## config.mk

```make
export PLATFORM = sky130hd
export DESIGN_NAME = pixelCompositor
export DESIGN_NICKNAME = d
export VERILOG_FILES = /design/src/spritePkg.sv /design/src/pixelCompositor.sv
export SDC_FILE = /design/constraint.sdc
export NUM_CORES = 1
export LEC_CHECK = 0
export BUFFER_PORTS_ARGS = -buffer_cell sky130_fd_sc_hd__buf_2
export CORE_MARGIN = 8
export CORE_UTILIZATION = 39
export CTS_CLUSTER_DIAMETER = 200
export DETAILED_ROUTE_END_ITERATION = 8
export PLACE_DENSITY = 0.89
export SYNTH_ARGS = -nofsm -noshare
export SYNTH_HDL_FRONTEND = slang
export SYNTH_SLANG_ARGS = --single-unit
```

## constraint.sdc

```tcl
create_clock -name Clk -period 2.23 [get_ports Clk]
set_clock_uncertainty 0.2 [all_clocks]
set_input_delay 0.3345 -clock Clk [delete_from_list [all_inputs] [get_ports Clk]]
set_output_delay 0.3345 -clock Clk [all_outputs]
set_load 0.01 [all_outputs]
```

## src/spritePkg.sv

```systemverilog
// Sprite engine shared definitions
// Widths, register map constants and the slot register word layout
`default_nettype none

package spritePkg;

    //----------------------------------------------------------------------
    // Widths
    //----------------------------------------------------------------------
    localparam int coordWidth     = 8;    // Pixel coordinate
    localparam int colorWidth     = 4;    // Colour index, 0 is transparent
    localparam int sheetAddrWidth = 12;   // 4096 sheet entries
    localparam int regWordWidth   = 32;
    localparam int hostAddrWidth  = 13;   // Top bit selects sheet memory

    //----------------------------------------------------------------------
    // Register map
    //----------------------------------------------------------------------
    localparam int maxSlots  = 8;
    localparam int bgRegAddr = 2 * maxSlots;   // Sits right after the last slot pair

    // Even address holds the attribute view, odd address the position view
    typedef union packed {
        struct packed {
            logic [sheetAddrWidth-1:0] sheetOffset;   // Base of the image in the sheet
            logic [5:0]                imgWidth;
            logic [5:0]                imgHeight;
            logic [6:0]                sheetStride;   // Sheet entries per image row
            logic                      mirror;        // Flip horizontally
        } attrView;
        struct packed {
            logic [coordWidth-1:0] posX;
            logic [coordWidth-1:0] posY;
            logic [14:0]           reserved;
            logic                  enable;
        } posView;
    } slotWord_u;

endpackage

`default_nettype wire

```

## src/pixelCompositor.sv

```systemverilog
// Pixel compositor
// Accepts one pixel request at a time, broadcasts it to the layers,
// then returns the lowest-numbered opaque colour or the background
`timescale 1ns/10ps
`default_nettype none

module pixelCompositor #(
    parameter int NumSlots = 4
) (
    input  logic                              Clk,
    input  logic                              rstN,
    input  logic                              pixValid,
    output logic                              pixReady,
    input  logic [spritePkg::coordWidth-1:0]  pixX,
    input  logic [spritePkg::coordWidth-1:0]  pixY,
    output logic                              start,
    output logic [spritePkg::coordWidth-1:0]  curX,
    output logic [spritePkg::coordWidth-1:0]  curY,
    input  logic [NumSlots-1:0]               layerDone,
    input  logic [spritePkg::colorWidth-1:0]  layerColor [NumSlots],
    input  logic [spritePkg::colorWidth-1:0]  bgColor,
    output logic                              pixOutValid,
    output logic [spritePkg::colorWidth-1:0]  pixOutColor,
    input  logic                              pixOutReady
);

    localparam logic [1:0] stIdle    = 2'd0;
    localparam logic [1:0] stBusy    = 2'd1;   // Start cycle, layers see the pixel
    localparam logic [1:0] stRespond = 2'd2;   // Wait for layers, then present

    logic [1:0] state;

    assign pixReady    = (state == stIdle);
    assign start       = (state == stBusy);
    assign pixOutValid = (state == stRespond) && (&layerDone);

    //----------------------------------------------------------------------
    // Handshake FSM
    //----------------------------------------------------------------------
    always_ff @(posedge Clk) begin
        if (!rstN) begin
            state <= stIdle;
        end else begin
            case (state)
                stIdle:    if (pixValid) state <= stBusy;
                stBusy:    state <= stRespond;
                stRespond: if (pixOutValid && pixOutReady) state <= stIdle;
                default:   state <= stIdle;
            endcase
        end
    end

    always_ff @(posedge Clk) begin
        if (pixValid && pixReady) begin
            curX <= pixX;
            curY <= pixY;
        end
    end

    // Lowest slot with a nonzero colour wins
    always_comb begin
        pixOutColor = bgColor;
        for (int i = NumSlots - 1; i >= 0; i--) begin
            if (layerColor[i] != '0) pixOutColor = layerColor[i];
        end
    end

    assert property (@(posedge Clk) disable iff (!rstN)
        pixOutValid && !pixOutReady |=> pixOutValid && $stable(pixOutColor));

endmodule

`default_nettype wire

```

==> metrics.yaml <==
logic_synthesis:
  netlist_instances: 50
  synth_mux_area_share_pct: 0
  synth-edff-count: 16
  synth_top_family_by_area: "simple AND/OR/NAND/NOR gates"
  synth_xor_area_share_pct: 0
  synth_ff_type: "edfxtp_1"
  synth_seq_cells: 18
  synth.distinct_cells: 16
  seq_area_frac_synth_pct: 67.21
  yosys_warnings: 0
  async_flop_share_pct: 0
  synth-compound-area-share_pct: 8.401
  synth-simple-area-share_pct: 24.39
  synth.avg_cell_area_um2: 15.49
  synthAdderAreaFrac_pct: 0
  netlist_area_um2: 774.5
  synth_nets: 94
clock_tree:
  numClockSinks: 18
  cts_max_level: 1
  clk-insertion-delay-late_ns: 0.27
  clock_path_buffers: 2
  cts_buffers: 3
  path_clk_slew_ns: 0.08
  tritoncts: "done"
  root_buffer: "clkbuf_4"
routing:
  ant_nets: 0
  wl_per_cell_um: 14.71
  drt_wl_total_um: 2192
  vias: 737
  initialDrtViolationCount: 18
  drcViolationCount: 0
  routed_via_density: 4.946
  dr.pass1.iters: 4
sta:
  fin_ws_ns: 0.3278
  tightest_slew_ns: 0.4186
  setup_violations: 0
  period_share_pct: 85.30
  final.setup.tns_ns: 0
  finalMaxSlewViolations: 0
  rsz0062_at_grt: "no"
  hold_viol: 0
  fin_crit_ns: 1.902
  max_freq_mhz: 525.7
  slew-limit-headroom_pct: 71.86
layout:
  diodes: 0
  drive_above_1_share_pct: 59.84
  fill_cells: 167
  fin_nets: 167
  mostFrequentLayoutCell: "buf_2"
  ff_latch_area_um2: 520.5
  multiInputGateArea_um2: 254.0
  most-common-layout-cells: "66 x buf_2, 16 x edfxtp_1, 8 x nor4b_1, 4 x o2111ai_1, 4 x nand3b_1"
  area_growth_syn_to_layout_pct: 52.67
setup_path:
  endpoint_kind: "output pin"
  crit_arrival_ns: 1.37
  required_ns: 1.70
  startpoint_type: "input port"
  criticalPathCategory: "input port to output pin"
  crit_fanout: 8
job:
  drv_cap: 0
global_routing:
  antenna_found_initial: 0
  grt_max_degree: 17
  grt_pass1_wl_um: 3180
  overflow: 0
  track_usage_pct: 11.35
  grt_pass1_vias: 764
worst_hold_path:
  min_path_type: "input port to flop"
power:
  p_per_area_nw_per_um2: 570.2
  p_leak_uw: 0.0005015
  vdd_drop_max_mv: 0.2226
placed_design:
  gp_congestion: 0.7253
  dpl.hpwl_um: 1894
  dp_slack_ns: 0.3557
  io_buffer_count: 66
floorplanning:
  initial_utilization_pct: 40.30
  fp.dieW_um: 60.57
  die-area_um2: 3668
  io_pins: 67
  dieHeight_um: 60.57
  rows: 16
  core_um2: 1922
outcome:
  status: "completed"
-- layout make-up --
cell class	count	area share [%]
Timing Repair Buffer	68	29.42
Multi-Input combinational cell	32	21.48
Sequential cell	18	44.02
Clock buffer	4	2.222
Tap cell	27	2.857
-- where the power goes --
group,internal [µW],switching [µW]
clock,69.2,80.4
sequential,395,6.10
combinational,59.6,64.0
-- critical path, stage by stage --
cell and delay (ns):
buf_2 0.12, nor4_4 0.44, o21ai_0 0.21, nand3b_1 0.13, buf_2 0.13
-- synthesized netlist by cell type, types with 2 or more instances --
library cell,number,area [µm²]
dfxtp_1,2,40.04
edfxtp_1,16,480.5
nand3b_1,4,30.03
nor2b_1,2,12.51
nor4_2,2,25.02
nor4b_1,8,70.07
o2111ai_1,4,35.03
o21ai_0,2,10.01
o21ai_1,3,15.01
-- through the flow --
step,util [%],total power (µW),hold slack [ns],std cells,area [µm²]
2_1_floorplan,-,451.1,0.2239,50,774.5
3_3_place_gp,59.64,528.6,0.3112,144,1146
3_5_place_dp,59.64,531.7,0.3132,144,1146
4_1_cts,61.00,682.5,0.01831,148,1172
5_1_grt,61.52,717.3,0.0003621,149,1182
6_report,61.52,674.1,0.02989,149,1182
-- state kept, by name, indices dropped and copies added, names as in the netlist --
| signal | count |
|---|---|
| curX | 8 |
| state | 2 |
| curY | 8 |
-- path summary, 6_finish.rpt --
| kind | from | end | slack [ns] | cells after the start |
|---|---|---|---|---|
| worst min register to register | state[0]$_SDFFE_PN0P_ | state[1]$_SDFFE_PN0P_ | 0.41 | 2 |
| worst max-delay path | layerColor[12] | pixOutColor[3] | 0.33 | 5 |
| worst max register to register | state[0]$_SDFFE_PN0P_ | curY[3]$_DFFE_PP_ | 0.89 | 3 |
| worst min-delay path | pixOutReady | state[1]$_SDFFE_PN0P_ | 0.03 | 2 |
-- kinds of logic after synthesis --
kind of cell / count (synthesis)
and+or+nand+nor: 22
AOI/OAI and AO/OA: 10
DFF: 18
-- timing repair --
item	in CTS	in global routing
setup buffers	0	0
hold endpoints to repair	0	1
gates resized for setup	0	0
hold buffers	0	1
-- per-layer routing --
metal	wire length, µm	share of wire, %	up-vias	GRT usage [%]
met2	992	45	53	19.46
met5	0	0	-	0
met1	857	39	322	12.02
li1	-	-	360	-
met3	329	15	2	5.085
met4	13	0.59	0	3.987
Power figures use the tool's default switching activity.
