$ cat src/spritePkg.sv
// Sprite engine shared definitions
// Widths, register map constants and the slot register word layout
`default_nettype none

package spritePkg;

    //----------------------------------------------------------------------
    // Widths
    //----------------------------------------------------------------------
    localparam int coordWidth     = 8;    // Pixel coordinate
    localparam int colorWidth     = 4;    // Colour index, 0 is transparent
    localparam int sheetAddrWidth = 12;   // 4096 sheet entries
    localparam int regWordWidth   = 32;
    localparam int hostAddrWidth  = 13;   // Top bit selects sheet memory

    //----------------------------------------------------------------------
    // Register map
    //----------------------------------------------------------------------
    localparam int maxSlots  = 8;
    localparam int bgRegAddr = 2 * maxSlots;   // Sits right after the last slot pair

    // Even address holds the attribute view, odd address the position view
    typedef union packed {
        struct packed {
            logic [sheetAddrWidth-1:0] sheetOffset;   // Base of the image in the sheet
            logic [5:0]                imgWidth;
            logic [5:0]                imgHeight;
            logic [6:0]                sheetStride;   // Sheet entries per image row
            logic                      mirror;        // Flip horizontally
        } attrView;
        struct packed {
            logic [coordWidth-1:0] posX;
            logic [coordWidth-1:0] posY;
            logic [14:0]           reserved;
            logic                  enable;
        } posView;
    } slotWord_u;

endpackage

`default_nettype wire

$ cat src/spriteLayer.sv
// Sprite layer for one slot
// Tests the current pixel against the slot, computes the sheet address,
// requests the fetch and holds the returned colour
`timescale 1ns/10ps
`default_nettype none

module spriteLayer (
    input  logic                                  Clk,
    input  logic                                  rstN,
    input  logic                                  start,
    input  logic [spritePkg::coordWidth-1:0]      curX,
    input  logic [spritePkg::coordWidth-1:0]      curY,
    input  spritePkg::slotWord_u                  attr,
    input  spritePkg::slotWord_u                  pos,
    output logic                                  fetchValid,
    output logic [spritePkg::sheetAddrWidth-1:0]  fetchAddr,
    input  logic                                  fetchDone,
    input  logic [spritePkg::colorWidth-1:0]      rdData,
    output logic                                  layerDone,
    output logic [spritePkg::colorWidth-1:0]      layerColor
);

    logic [spritePkg::coordWidth:0]       xEnd;      // Extra bit so the edge cannot wrap
    logic [spritePkg::coordWidth:0]       yEnd;
    logic                                 hit;
    logic                                 pending;   // Fetch still outstanding
    logic [5:0]                           colRaw;
    logic [5:0]                           col;
    logic [5:0]                           row;
    logic [spritePkg::sheetAddrWidth-1:0] rowBase;

    // Hit test
    assign xEnd = pos.posView.posX + attr.attrView.imgWidth;
    assign yEnd = pos.posView.posY + attr.attrView.imgHeight;
    assign hit  = pos.posView.enable &&
                  (curX >= pos.posView.posX) && (curX < xEnd) &&
                  (curY >= pos.posView.posY) && (curY < yEnd);

    // Sheet address, wraps at 12 bits
    assign colRaw    = 6'(curX - pos.posView.posX);
    assign col       = attr.attrView.mirror ? attr.attrView.imgWidth - 6'd1 - colRaw : colRaw;
    assign row       = 6'(curY - pos.posView.posY);
    assign rowBase   = row * attr.attrView.sheetStride;
    assign fetchAddr = attr.attrView.sheetOffset + rowBase + col;

    assign fetchValid = pending || (start && hit);   // Can be granted in the start cycle

    always_ff @(posedge Clk) begin
        if (!rstN) begin
            pending   <= 1'b0;
            layerDone <= 1'b0;
        end else if (start) begin
            pending   <= hit;
            layerDone <= !hit;   // No hit means done next cycle
        end else if (fetchDone) begin
            pending   <= 1'b0;
            layerDone <= 1'b1;
        end
    end

    always_ff @(posedge Clk) begin
        if (start) begin
            layerColor <= '0;   // Transparent unless a fetch returns
        end else if (fetchDone) begin
            layerColor <= rdData;
        end
    end

endmodule

`default_nettype wire

$ cat config.mk
export PLATFORM = sky130hd
export DESIGN_NAME = spriteLayer
export DESIGN_NICKNAME = d
export VERILOG_FILES = /design/src/spritePkg.sv /design/src/spriteLayer.sv
export SDC_FILE = /design/constraint.sdc
export NUM_CORES = 1
export LEC_CHECK = 0
export BUFFER_PORTS_ARGS = -buffer_cell sky130_fd_sc_hd__buf_2
export CAP_MARGIN = 10
export CORE_ASPECT_RATIO = 0.9
export CORE_MARGIN = 4
export CORE_UTILIZATION = 59
export CTS_BUF_LIST = sky130_fd_sc_hd__clkbuf_8 sky130_fd_sc_hd__clkbuf_16
export DETAILED_ROUTE_END_ITERATION = 7
export PLACE_DENSITY = 0.95
export SETUP_SLACK_MARGIN = 0.3
export SLEW_MARGIN = 20
export SYNTH_ARGS = -nofsm -noshare
export SYNTH_HDL_FRONTEND = slang
export SYNTH_SLANG_ARGS = --single-unit
$ cat constraint.sdc
create_clock -name Clk -period 14.6 [get_ports Clk]
set_input_delay 1.46 -clock Clk [delete_from_list [all_inputs] [get_ports Clk]]
set_output_delay 1.46 -clock Clk [all_outputs]
set_load 0.03 [all_outputs]
==> flow_metrics.py <==
metrics = {
    "yosys": {
        "synth-main-ff-cell": "dfxtp_1",
        "avgSynthCellArea_um2": 8.332,
        "yosysMostFrequentCell": "inv_1",
        "syn_inst": 446,
        "synth_cell_types": 50,
        "synth_edf_count": 0,
        "syn_area_um2": 3716,
        "yosysWarnings": 0,
        "synth_fa_ha_area_share_pct": 46.46,
        "yosys-top-cells-area": "ha_1 (25%), fa_1 (22%), inv_1 (8.4%)",
        "synth-xor-area-share_pct": 7.508,
        "synth_top_area_share_pct": 24.92,
        "synth-simple-area-share_pct": 15.66,
        "synth_async_sr_flop_share_pct": 0,
        "synth-seq-area-share_pct": 3.232,
        "synth_area_leader_cell": "ha_1",
        "synth_compound_area_share_pct": 16.53,
        "yosys_register_bits": 6,
        "synth_top_family_by_area": "adder cells",
        "synthTopCellsByCount": "inv_1 (83), ha_1 (74), fa_1 (40)",
        "syn_nets": 648,
        "synthMuxAreaShare_pct": 1.919,
    },
    "timing": {
        "worst_pin_slew_ns": 0.5653,
        "fin_setup_tns_ns": 0,
        "slew_headroom_pct": 62.04,
        "period_share_pct": 58.88,
        "hold_violations": 0,
        "setup_viol": 0,
        "drv_slew": 0,
        "fmax_ghz": 0.1163,
        "rsz0062_at_grt": "no",
        "finalCriticalPeriod_ns": 8.596,
        "finClkSkew_ns": 0,
    },
    "final_layout": {
        "layout.nets": 740,
        "final_core_util_pct": 70.41,
        "antenna-diode-count": 0,
        "area_delta_synth_final_pct": 15.86,
        "drive_above_1_share_pct": 18.10,
    },
    "floorplan": {
        "fp.dieH_um": 83.29,
        "die_w_um": 91.66,
        "die_area_um2": 7634,
        "initial_utilization_pct": 60.77,
        "core_um2": 6115,
        "io_pins": 106,
        "row_count": 27,
    },
    "power": {
        "vdd_drop_max_mv": 0.3750,
        "pwr_density_cell_nw_per_um2": 229.9,
        "cellLeakagePower_nw": 2.327,
    },
    "routing": {
        "drt.antenna.violating_nets": 0,
        "wirelength_um": 8022,
        "drt-pass1-iter-count": 4,
        "via_per_inst": 5.441,
        "wl_per_cell_um": 12.88,
        "via_count": 3390,
        "drc": 0,
        "drt_iter0_markers": 92,
    },
    "placement": {
        "gp_congestion": 0.8415,
        "port_buffers": 90,
        "dpl.hpwl_um": 7269,
    },
    "critical_path": {
        "worst-path-max-fanout": 4,
        "timing.rr.start": "layerDone",
        "crit_path_start_kind": "input pin",
        "worstSetupStartpoint": "curX[0]",
        "crit_path_end_kind": "primary output",
        "rr_worst_depth": 1,
        "rrSetupSlack_ns": 13.85,
        "critical_path_class": "in -> out",
        "critPathRequiredTime_ns": 13.14,
        "timing.critical_path.to": "fetchAddr[11]",
        "r2r-end": "layerDone",
        "arrival_ns": 7.14,
    },
    "global_routing": {
        "grt_max_degree": 15,
        "first_global_vias": 3433,
        "grt_util_all_layers_pct": 20.91,
        "grt_overflow_total": 0,
        "grt_pass1_wl_um": 13980,
        "antenna_found_initial": 0,
    },
    "cts": {
        "cts_setup_buffers": 0,
        "clock_latency_ns": 0.22,
        "clk_pin_slew_worst_paths_ns": 0.04,
        "clk_path_buf_depth": 2,
        "cts_tree": "built",
        "numCtsBuffers": 3,
        "cts-htree-levels": 1,
        "ctsHoldBuffers": 0,
        "cts-root-buf": "clkbuf_8",
        "cts_resized": 0,
        "clock_sinks": 6,
    },
    "min_path": {
        "min_path_type": "reg -> reg",
        "hold_start": "pending",
    },
    "job": {
        "maxCapViolCount": 0,
    },
    "outcome": {
        "outcome": "complete, no violations",
    },
}
## worst min path at each step
stage               cells after the start  slack, ns      end
floorplan                               2       0.43  pending
global placement                        2       0.43  pending
detailed placement                      2       0.46  pending
CTS                                     2       0.47  pending
global route                            2       0.48  pending
finish                                  2       0.47  pending
## sequential cells by signal, summed over array words and instances (netlist names)
| register | cells |
|---|---|
| layerColor | 4 |
| pending | 1 |
| layerDone | 1 |
## metrics by stage
stage          worst slack [ns]  total power [mW]  hold slack, ns  instances  instance area, um^2
6_report                  6.004            0.9899          0.4666        623                 4305
2_1_floorplan             6.406            0.7643          0.4300        446                 3716
4_1_cts                   5.947             1.002          0.4657        623                 4305
3_3_place_gp              6.136            0.9376          0.4345        620                 4264
5_1_grt                   5.473             1.103          0.4822        623                 4305
3_5_place_dp              5.970            0.9730          0.4606        620                 4264
## worst max-delay path, stage by stage
cell	delay, ns
buf_2	0.10
inv_1	0.05
ha_1	0.17
inv_1	0.06
fa_1	0.41
a21o_1	0.20
a21oi_1	0.16
xor2_1	0.21
ha_1	0.31
nor4b_1	0.28
a41o_1	0.14
a31oi_1	0.04
o311a_1	0.14
xnor2_1	0.21
fa_1	0.47
fa_1	0.50
inv_1	0.06
fa_1	0.52
inv_1	0.04
ha_1	0.34
nand3_1	0.10
o211ai_1	0.13
o41ai_1	0.49
o21ai_1	0.17
xnor2_1	0.16
buf_2	0.21
## kinds of logic (layout without fill, tap and decap cells)
logic type / count (synthesis) / after routing
muxes: 7 / 7
AOI/OAI and AO/OA: 90 / 90
xor gates and xnor gates: 31 / 31
and+or+nand+nor: 112 / 112
DFF: 6 / 6
buffers and inverters: 86 / 176
adders and majority gates: 114 / 114
## final cells by class
cell class,count,area (um^2)
multi-input combinational,354,3273
fill,474,1809
timing repair buffer,90,450.4
inverter,83,311.5
sequential,6,120.1
tap,87,108.9
clock buffer,3,41.29
## routing by layer
layer / share of wire, % / global-route usage (%) / up-vias / wire (um)
met5: 0 / 0 / - / 0
li1: - / - / 1680 / -
met1: 42 / 25.95 / 1578 / 3332
met4: 2.1 / 5.205 / 0 / 165
met2: 51 / 38.42 / 112 / 4101
met3: 5.3 / 1.993 / 20 / 422
## cell usage in the layout (no fill, tap or decap), drive strengths merged, types with 2 or more instances in the layout
| cell type | count |
|---|---|
| nand3 | 5 |
| fa | 40 |
| o41ai | 2 |
| xnor2 | 24 |
| nand2 | 25 |
| a21o | 14 |
| o211ai | 5 |
| xor2 | 7 |
| a211oi | 3 |
| and2 | 25 |
| buf | 90 |
| nand2b | 7 |
| nor2 | 24 |
| o311a | 2 |
| nor2b | 9 |
| a21oi | 17 |
| o221ai | 3 |
| o21a | 7 |
| nor4b | 2 |
| a31oi | 5 |
| ha | 74 |
| dfxtp | 6 |
| o2111ai | 3 |
| o21bai | 2 |
| o21ai | 19 |
| inv | 83 |
| a21boi | 2 |
| clkbuf | 3 |
| mux2i | 6 |
| nor3 | 7 |
## power breakdown
part,switching (mW),internal (mW)
Combinational,0.592,0.356
Sequential,0.000447,0.0174
Clock,0.00675,0.0177
Total,0.599,0.391
No activity file was read; power rests on OpenSTA's default activity.
