$ cat config.mk
export PLATFORM = sky130hd
export DESIGN_NAME = hostPort
export DESIGN_NICKNAME = d
export VERILOG_FILES = /design/src/spritePkg.sv /design/src/hostPort.sv
export SDC_FILE = /design/constraint.sdc
export NUM_CORES = 1
export LEC_CHECK = 0
export ABC_AREA = 1
export BUFFER_PORTS_ARGS = -buffer_cell sky130_fd_sc_hd__buf_2
export CAP_MARGIN = 20
export CORE_MARGIN = 8
export CORE_UTILIZATION = 47
export DETAILED_ROUTE_END_ITERATION = 10
export PLACE_DENSITY_LB_ADDON = 0.25
export SETUP_SLACK_MARGIN = 0.05
export SYNTH_ARGS = -nofsm -noshare
export SYNTH_HDL_FRONTEND = slang
export SYNTH_SLANG_ARGS = --single-unit
export TNS_END_PERCENT = 30
$ cat constraint.sdc
create_clock -name Clk -period 1.35 [get_ports Clk]
set_clock_uncertainty 0.1 [all_clocks]
set_input_delay 0.27 -clock Clk [delete_from_list [all_inputs] [get_ports Clk]]
set_output_delay 0.27 -clock Clk [all_outputs]
set_load 0.02 [all_outputs]
$ cat src/spritePkg.sv
// Sprite engine shared definitions
// Widths, register map constants and the slot register word layout
`default_nettype none

package spritePkg;

    //----------------------------------------------------------------------
    // Widths
    //----------------------------------------------------------------------
    localparam int coordWidth     = 8;    // Pixel coordinate
    localparam int colorWidth     = 4;    // Colour index, 0 is transparent
    localparam int sheetAddrWidth = 12;   // 4096 sheet entries
    localparam int regWordWidth   = 32;
    localparam int hostAddrWidth  = 13;   // Top bit selects sheet memory

    //----------------------------------------------------------------------
    // Register map
    //----------------------------------------------------------------------
    localparam int maxSlots  = 8;
    localparam int bgRegAddr = 2 * maxSlots;   // Sits right after the last slot pair

    // Even address holds the attribute view, odd address the position view
    typedef union packed {
        struct packed {
            logic [sheetAddrWidth-1:0] sheetOffset;   // Base of the image in the sheet
            logic [5:0]                imgWidth;
            logic [5:0]                imgHeight;
            logic [6:0]                sheetStride;   // Sheet entries per image row
            logic                      mirror;        // Flip horizontally
        } attrView;
        struct packed {
            logic [coordWidth-1:0] posX;
            logic [coordWidth-1:0] posY;
            logic [14:0]           reserved;
            logic                  enable;
        } posView;
    } slotWord_u;

endpackage

`default_nettype wire

$ cat src/hostPort.sv
// Host write port
// Stores slot and background register words, forwards sheet writes
// to the fetch arbiter as a held request
`timescale 1ns/10ps
`default_nettype none

module hostPort #(
    parameter int NumSlots = 4
) (
    input  logic                                  Clk,
    input  logic                                  rstN,
    input  logic                                  hostValid,
    input  logic [spritePkg::hostAddrWidth-1:0]   hostAddr,
    input  logic [spritePkg::regWordWidth-1:0]    hostData,
    output logic                                  hostReady,
    output logic                                  memWrValid,
    input  logic                                  memWrGrant,
    output logic [spritePkg::sheetAddrWidth-1:0]  memWrAddr,
    output logic [spritePkg::colorWidth-1:0]      memWrData,
    output spritePkg::slotWord_u                  slotAttr [NumSlots],
    output spritePkg::slotWord_u                  slotPos [NumSlots],
    output logic [spritePkg::colorWidth-1:0]      bgColor
);

    logic                                 memSel;
    logic                                 regWr;
    logic [spritePkg::sheetAddrWidth-1:0] regAddr;

    assign memSel    = hostAddr[spritePkg::hostAddrWidth-1];
    assign regWr     = hostValid && !memSel;
    assign regAddr   = hostAddr[spritePkg::sheetAddrWidth-1:0];
    assign hostReady = memSel ? memWrGrant : 1'b1;   // Register writes never wait
    assign memWrAddr = regAddr;
    assign memWrData = hostData[spritePkg::colorWidth-1:0];

    //----------------------------------------------------------------------
    // Sheet write request, held until the arbiter grants it
    //----------------------------------------------------------------------
    always_ff @(posedge Clk) begin
        if (!rstN) begin
            memWrValid <= 1'b0;
        end else if (memWrValid) begin
            memWrValid <= !memWrGrant;
        end else begin
            memWrValid <= hostValid && memSel;
        end
    end

    //----------------------------------------------------------------------
    // Register words
    //----------------------------------------------------------------------
    always_ff @(posedge Clk) begin
        if (!rstN) begin
            for (int i = 0; i < NumSlots; i++) begin
                slotAttr[i] <= '0;
                slotPos[i]  <= '0;
            end
            bgColor <= '0;
        end else if (regWr) begin
            for (int i = 0; i < NumSlots; i++) begin
                if (regAddr == 2 * i) slotAttr[i] <= hostData;
                if (regAddr == 2 * i + 1) slotPos[i] <= hostData;
            end
            if (regAddr == spritePkg::bgRegAddr) begin
                bgColor <= hostData[spritePkg::colorWidth-1:0];
            end
        end
    end

    // Host must keep the sheet address on the bus while the request waits
    assert property (@(posedge Clk) disable iff (!rstN)
        memWrValid |-> hostValid && hostAddr[spritePkg::hostAddrWidth-1]);

endmodule

`default_nettype wire

==> results of run 1 <==
-- kinds of logic after synthesis --
logic type / Yosys count
AOI/OAI and AO/OA: 261
buffers and inverters: 190
DFF: 261
and+or+nand+nor: 815
-- worst paths after layout --
path | startpoint | endpoint | slack (ns) | cells past startpoint
max | slotAttr[8] | slotAttr[8] | -0.04 | 1
min | rstN | slotPos[9] | 0.02 | 3
min reg2reg | slotAttr[30] | slotAttr[30] | 0.39 | 2
max reg2reg | memWrValid | memWrValid | 0.38 | 3
-- layout make-up --
type	count	area [µm²]	share of cell area (%)
sequential	261	5560	33.7
multi-input combinational	1076	4820	29.2
timing repair buffer	430	4670	28.3
clock buffer	36	759	4.60
tap	319	399	2.42
clock inverter	9	153	0.924
inverter	40	150	0.909
-- power breakdown --
group	internal (mW)	switching (mW)
combinational	0.415	0.766
clock	4.68	3.07
sequential	7.69	0.00324
-- stage by stage --
stage                     TNS, ns  worst slack, ns
after floorplan                 0           0.0204
after global placement     -57.93           -0.262
after detailed placement   -62.90           -0.336
after CTS                   -3.70          -0.0453
after global routing        -7.67          -0.0672
final                       -1.84          -0.0445
-- sequential cells by signal (all words and copies together) (netlist names) --
name,count
slotAttr,128
slotPos,128
bgColor,4
memWrValid,1
-- layer usage --
layer	vias up	global-route usage, %
li1	5609	-
met2	624	45.6
met3	99	6.13
met4	0	11.3
met5	-	0
met1	5474	36.3
-- cell usage in the layout, fill, tap and decap left out, drive strengths merged --
cell type     instances
a21oi               261
buf                 427
bufinv                4
clkbuf               37
clkinv                6
clkinvlp              3
dfxtp               261
dlygate4sd3           1
dlymetal6s4s          1
inv                  36
nand2               271
nand3               260
nor2                282
or2                   2
-- what timing repair did --
action | in CTS | in global routing
pin swaps | 0 | 0
resized for setup | 784 | 4
setup buffers | 3 | 6
endpoints found under the hold margin | 1 | 0
hold buffers | 2 | 0
endpoints found under the setup margin | 261 | 262
==> results.md, run 1 <==
- Endpoints failing setup: between 100 and 150
- Utilization after layout: approximately 71%
- CP required: around 1 ns
- Share of layout cells above drive strength 1: roughly two fifths
- First-pass GRT wire length: around 63000 µm
- Die Ht: ~170 µm
- Total wire length: roughly 43000 µm
- Clock sinks: approximately 260
- Clock transition at the registers of the reported paths: around 0.060 ns
- Final nets: approximately 1900
- Final Wtd Congestion: between 0.8 and 0.9
- Worst path cell trace: buf_6
- Status: finished with violations
- Top cell type's share of synthesized area: 47.7%
- Remaining DRCs: 0
- Fin Hold WS: ~0.023 ns
- Net Count, Synth: ~1600
- F_max: 717 MHz
- Simple-gate portion of the synthesized area: 31.6%
- CP max FO: 2
- Min Tclk post-route: between 1 and 1.5 ns
- Main combinational cell family by area after synthesis: simple AND/OR/NAND/NOR gates
- Initial Util: ~47%
- Post-route insts no fill: around 2200
- Fill cells: about 1700
- CTS Buf Count: 27
- Count of cell types in the netlist: 18
- Synth Instances: between 1500 and 2000
- Routed length on met1: ~17000 µm
- IR Drop Worst-Case VDD: just under 800 µV
- Die area: roughly 0.028 mm²
- Most frequent cell after synthesis: nor2_1
- CP bufs+invs: 1
- CTS root buffer: clkbuf_16
- Slowest-stage cell, CP: dfxtp_2
- Wire per inst: between 15 and 20 µm
- DRT Pass-1 Iters: 6
- Power per cell area: slightly above 1000 mW/mm²
- HP Class: primary input to register
- YS warnings: 0
- Synth Flop Type: dfxtp_1
- Relative slew slack: between 60% and 70%
- Final period util: 103%
- Uppermost layer routed: met4
- Routed met2 length: slightly below 20000 µm
- Core region area: about 0.023 mm²
- Routed vias: between 10000 and 15000
- EDFF count, synth: 0
- Htree depth: 1
- Final Hold Fails: 0
- Dpl cell area: approximately 0.014 mm²
- Max Slew Vio Count: 0
- Post-synthesis compound-gate area fraction: between 10% and 20%
- Vias/cell: around 5.4
- Num rows: 56
- Post-synth top cells: 271 x nor2_1, 269 x nand2_1, 261 x a21oi_1, 261 x dfxtp_1, 260 x nand3_1
- Crit-path leading delay family: flip-flops
- Sequential element share of the synthesized area: roughly 48%
- Post-Synth Adder-Cell Area: 0%
- Routed Antenna Nets: 0
- RSZ-0062 raised after global routing: yes
- Tot GR Track Use: 28.3%
- Mux cell area share after synthesis: 0%
- CTS Buffer Depth: 3
- DP HPWL: 26700 µm
- Ys async rst share: 0%
- Congestion Overflow GR: 0
- Final worst slack: -0.0445 ns
- # Max-Cap Violations: 0
- Syn_area_per_cell: around 7 µm²
- Placed cells: between 2000 and 2500
- Io pins: between 300 and 400
- Design Power: between 15 and 20 mW
- Crit path capture type: output port
- #FFs+latches synth: ~260
- Clock latency on the worst-skew pair: approximately 0.52 ns
- Synth Cell Area: about 0.011 mm²
- Failing checks: negative setup slack
- Finished Cell Area: between 0.015 and 0.02 mm²
- Lkg Pwr: 7.08 nW
- Largest area contributor in the netlist: dfxtp_1
- Detailed router's first-iteration violation count: around 1400
- Initial antenna violation count: 0
- Crit path largest cell delay: ~0.37 ns
- Xor-xnor portion of the synthesized cell area: 0%
- IO Port Bufs: around 330
- Area grow syn2layout: 50.7%
- Largest net degree at the start of global routing: between 60 and 70
- # diodes: 0
- Met3 WL: around 4600 µm
- Startpoint Class: register
- Crit path arrival time: 1.02 ns
- Die W: approximately 170 µm
- Critical path class: register to output port
- CTS tree: built
- Number of global-route vias before repair: approximately 11000
- Worst-Margin Slew: 0.549 ns
- Main area contributors after synthesis: dfxtp_1 48%, a21oi_1 12%, nand3_1 12%, nor2_1 9.3%, nand2_1 9.2%
(Power assumes the default switching activity.)
==> run 2, diff against run 1 <==
CORE_MARGIN = 4   (was 8)
CTS_CLUSTER_SIZE = 12   (was unset)
PLACE_DENSITY_LB_ADDON = 0.1   (was 0.25)
==> run 2 against run 1 <==
Effect of this change: the run still ends with negative setup slack left; sequential share of layout area shrank 0.26 points; routed wire length shrank 1.7%; global-route usage grew 2.4 points; cell count grew 0.78%; flip-flop and latch count is the same; die area shrank 9.3%; hold slack lost 0.0063 ns; critical endpoint is now slotAttr[31]; highest routed layer unchanged.
==> results.md, run 2 (same netlist as run 1, synthesis figures left out) <==
- Most frequent cells in the layout: 267 x nor2_1, 267 x nand2_1, 264 x buf_6
- Worst path cell trace: buf_6
- Number of global-route vias before repair: between 10000 and 15000
- CTS Buffer Depth: 3
- Num rows: 55
- Final nets: approximately 1900
- Min Tclk post-route: about 1.4 ns
- Io pins: around 330
- Clock sinks: approximately 260
- Worst-Margin Slew: between 0.6 and 0.7 ns
- Regs by FF count: slotAttr x128, slotPos x128, bgColor x4
- Core region area: around 0.023 mm²
- Congestion Overflow GR: 0
- HP Class: primary input to register
- Total wire length: between 40000 and 50000 µm
- # Max-Cap Violations: 0
- Post-route insts no fill: between 2000 and 2500
- CTS Buf Count: 28
- Wire per inst: 19.2 µm
- Max Slew Vio Count: 0
- Lkg Pwr: between 7 and 8 nW
- Routed vias: 11771
- CP bufs+invs: 1
- Crit path arrival time: around 1 ns
- DRT Pass-1 Iters: 5
- Status: finished with violations
- Place WS: -0.341 ns
- Die area: roughly 0.026 mm²
- Critical path class: register to output port
- CTS root buffer: clkbuf_16
- Final period util: 103%
- Slowest-stage cell, CP: dfxtp_2
- Sequential Area: roughly 0.0056 mm²
- Detailed router's first-iteration violation count: ~1100
- Clock latency on the worst-skew pair: approximately 0.52 ns
- Tot GR Track Use: 30.7%
- RSZ-0062 raised after global routing: yes
- Crit path capture type: output port
- Initial antenna violation count: 1
- F_max: 718 MHz
- DP HPWL: approximately 26000 µm
- Clock transition at the registers of the reported paths: ~0.06 ns
- IR Drop Worst-Case VDD: 945 µV
- Final worst slack: -0.0419 ns
- Final Wtd Congestion: 0.841
- Routed Antenna Nets: 0
- Finished Cell Area: approximately 0.017 mm²
- Fill cells: 1749
- Remaining DRCs: 0
- Relative slew slack: a little over half
- Placed cells: about 2100
- Htree depth: 1
- CP required: roughly 1 ns
- IO Port Bufs: ~330
- Crit-path leading delay family: flip-flops
- Largest net degree at the start of global routing: 65
- Share of layout cells above drive strength 1: approximately two fifths
- Failing checks: negative setup slack
- Final Hold Fails: 0
- Area grow syn2layout: 51.8%
- Endpoints failing setup: 163
- Power per cell area: just under 1000 mW/mm²
- Flop-to-flop setup slack: 0.44 ns
- Dpl cell area: between 0.01 and 0.015 mm²
- Initial Util: 48.1%
- Crit path largest cell delay: roughly 0.36 ns
- Vias/cell: around 5.4
- First-pass GRT wire length: 62700 µm
- Area of the multi-input gates: 0.00482 mm²
- Startpoint Class: register
- CP max FO: 2
- CTS tree: built
- Die Ht: 161 µm
- Die W: roughly 160 µm
## run 2: cell count changes in the layout (fill, tap and decap cells not counted), sizes merged
cell	previous run	this run
buf	427	446
bufinv	4	1
clkbuf	37	43
clkinv	6	9
clkinvlp	3	0
diode	0	1
dlygate4sd3	1	2
dlymetal6s4s	1	0
## run 2: worst min-delay path: cells and delay by family
kind            cells  cell delay (ns)
buf+inv             2             0.18
simple gates        1             0.08
compound gates      1             0.07
## run 2: path summary, 6_finish.rpt
check	startpoint	end	cells past startpoint
setup / recovery	slotAttr[31]	slotAttr[31]	1
setup reg to reg	memWrValid	memWrValid	3
hold / removal	hostAddr[12]	memWrValid	4
hold reg to reg	slotAttr[83]	slotAttr[83]	2
## run 2: what timing repair did
| item | 4_1_cts | 5_1_grt |
|---|---|---|
| hold buffers | 2 | 0 |
| hold endpoints to repair | 1 | 0 |
| pin swaps | 0 | 1 |
| buffers inserted | 6 | 2 |
| gates resized for setup | 786 | 7 |
| setup endpoints to repair | 262 | 263 |
## run 2: per-stage QoR
stage,hold WS [ns],utilization (%),total power [mW],setup TNS [ns]
detailed placement,0.364,60.0,9.02,-72.98
global placement,0.356,60.0,9.02,-71.11
finish,0.0165,73.1,16.4,-2.26
CTS,0.0127,72.9,16.4,-4.72
floorplan,0.311,-,8.42,0
global route,0.0535,73.1,16.9,-8.55
## run 2: routing by layer
metal  global-route usage [%]  wire [µm]
met1                     40.1      16600
met2                     50.6      20100
met3                     5.34       3350
met4                     12.5       2040
met5                        0          0
## run 2: power by group
part	leakage [nW]	switching, mW	total, mW	internal [mW]
Clock	0.448	3.09	7.56	4.46
Combinational	4.48	0.767	1.19	0.427
Sequential	2.24	0.00248	7.69	7.69
## run 2: final cells by class
class | instances | share of cell area, %
clock buffer | 42 | 5.07
tap | 313 | 2.35
inverter | 40 | 0.902
timing repair buffer | 449 | 28.9
sequential | 261 | 33.4
antenna | 1 | 0.0150
multi-input combinational | 1076 | 29.0
clock inverter | 6 | 0.331
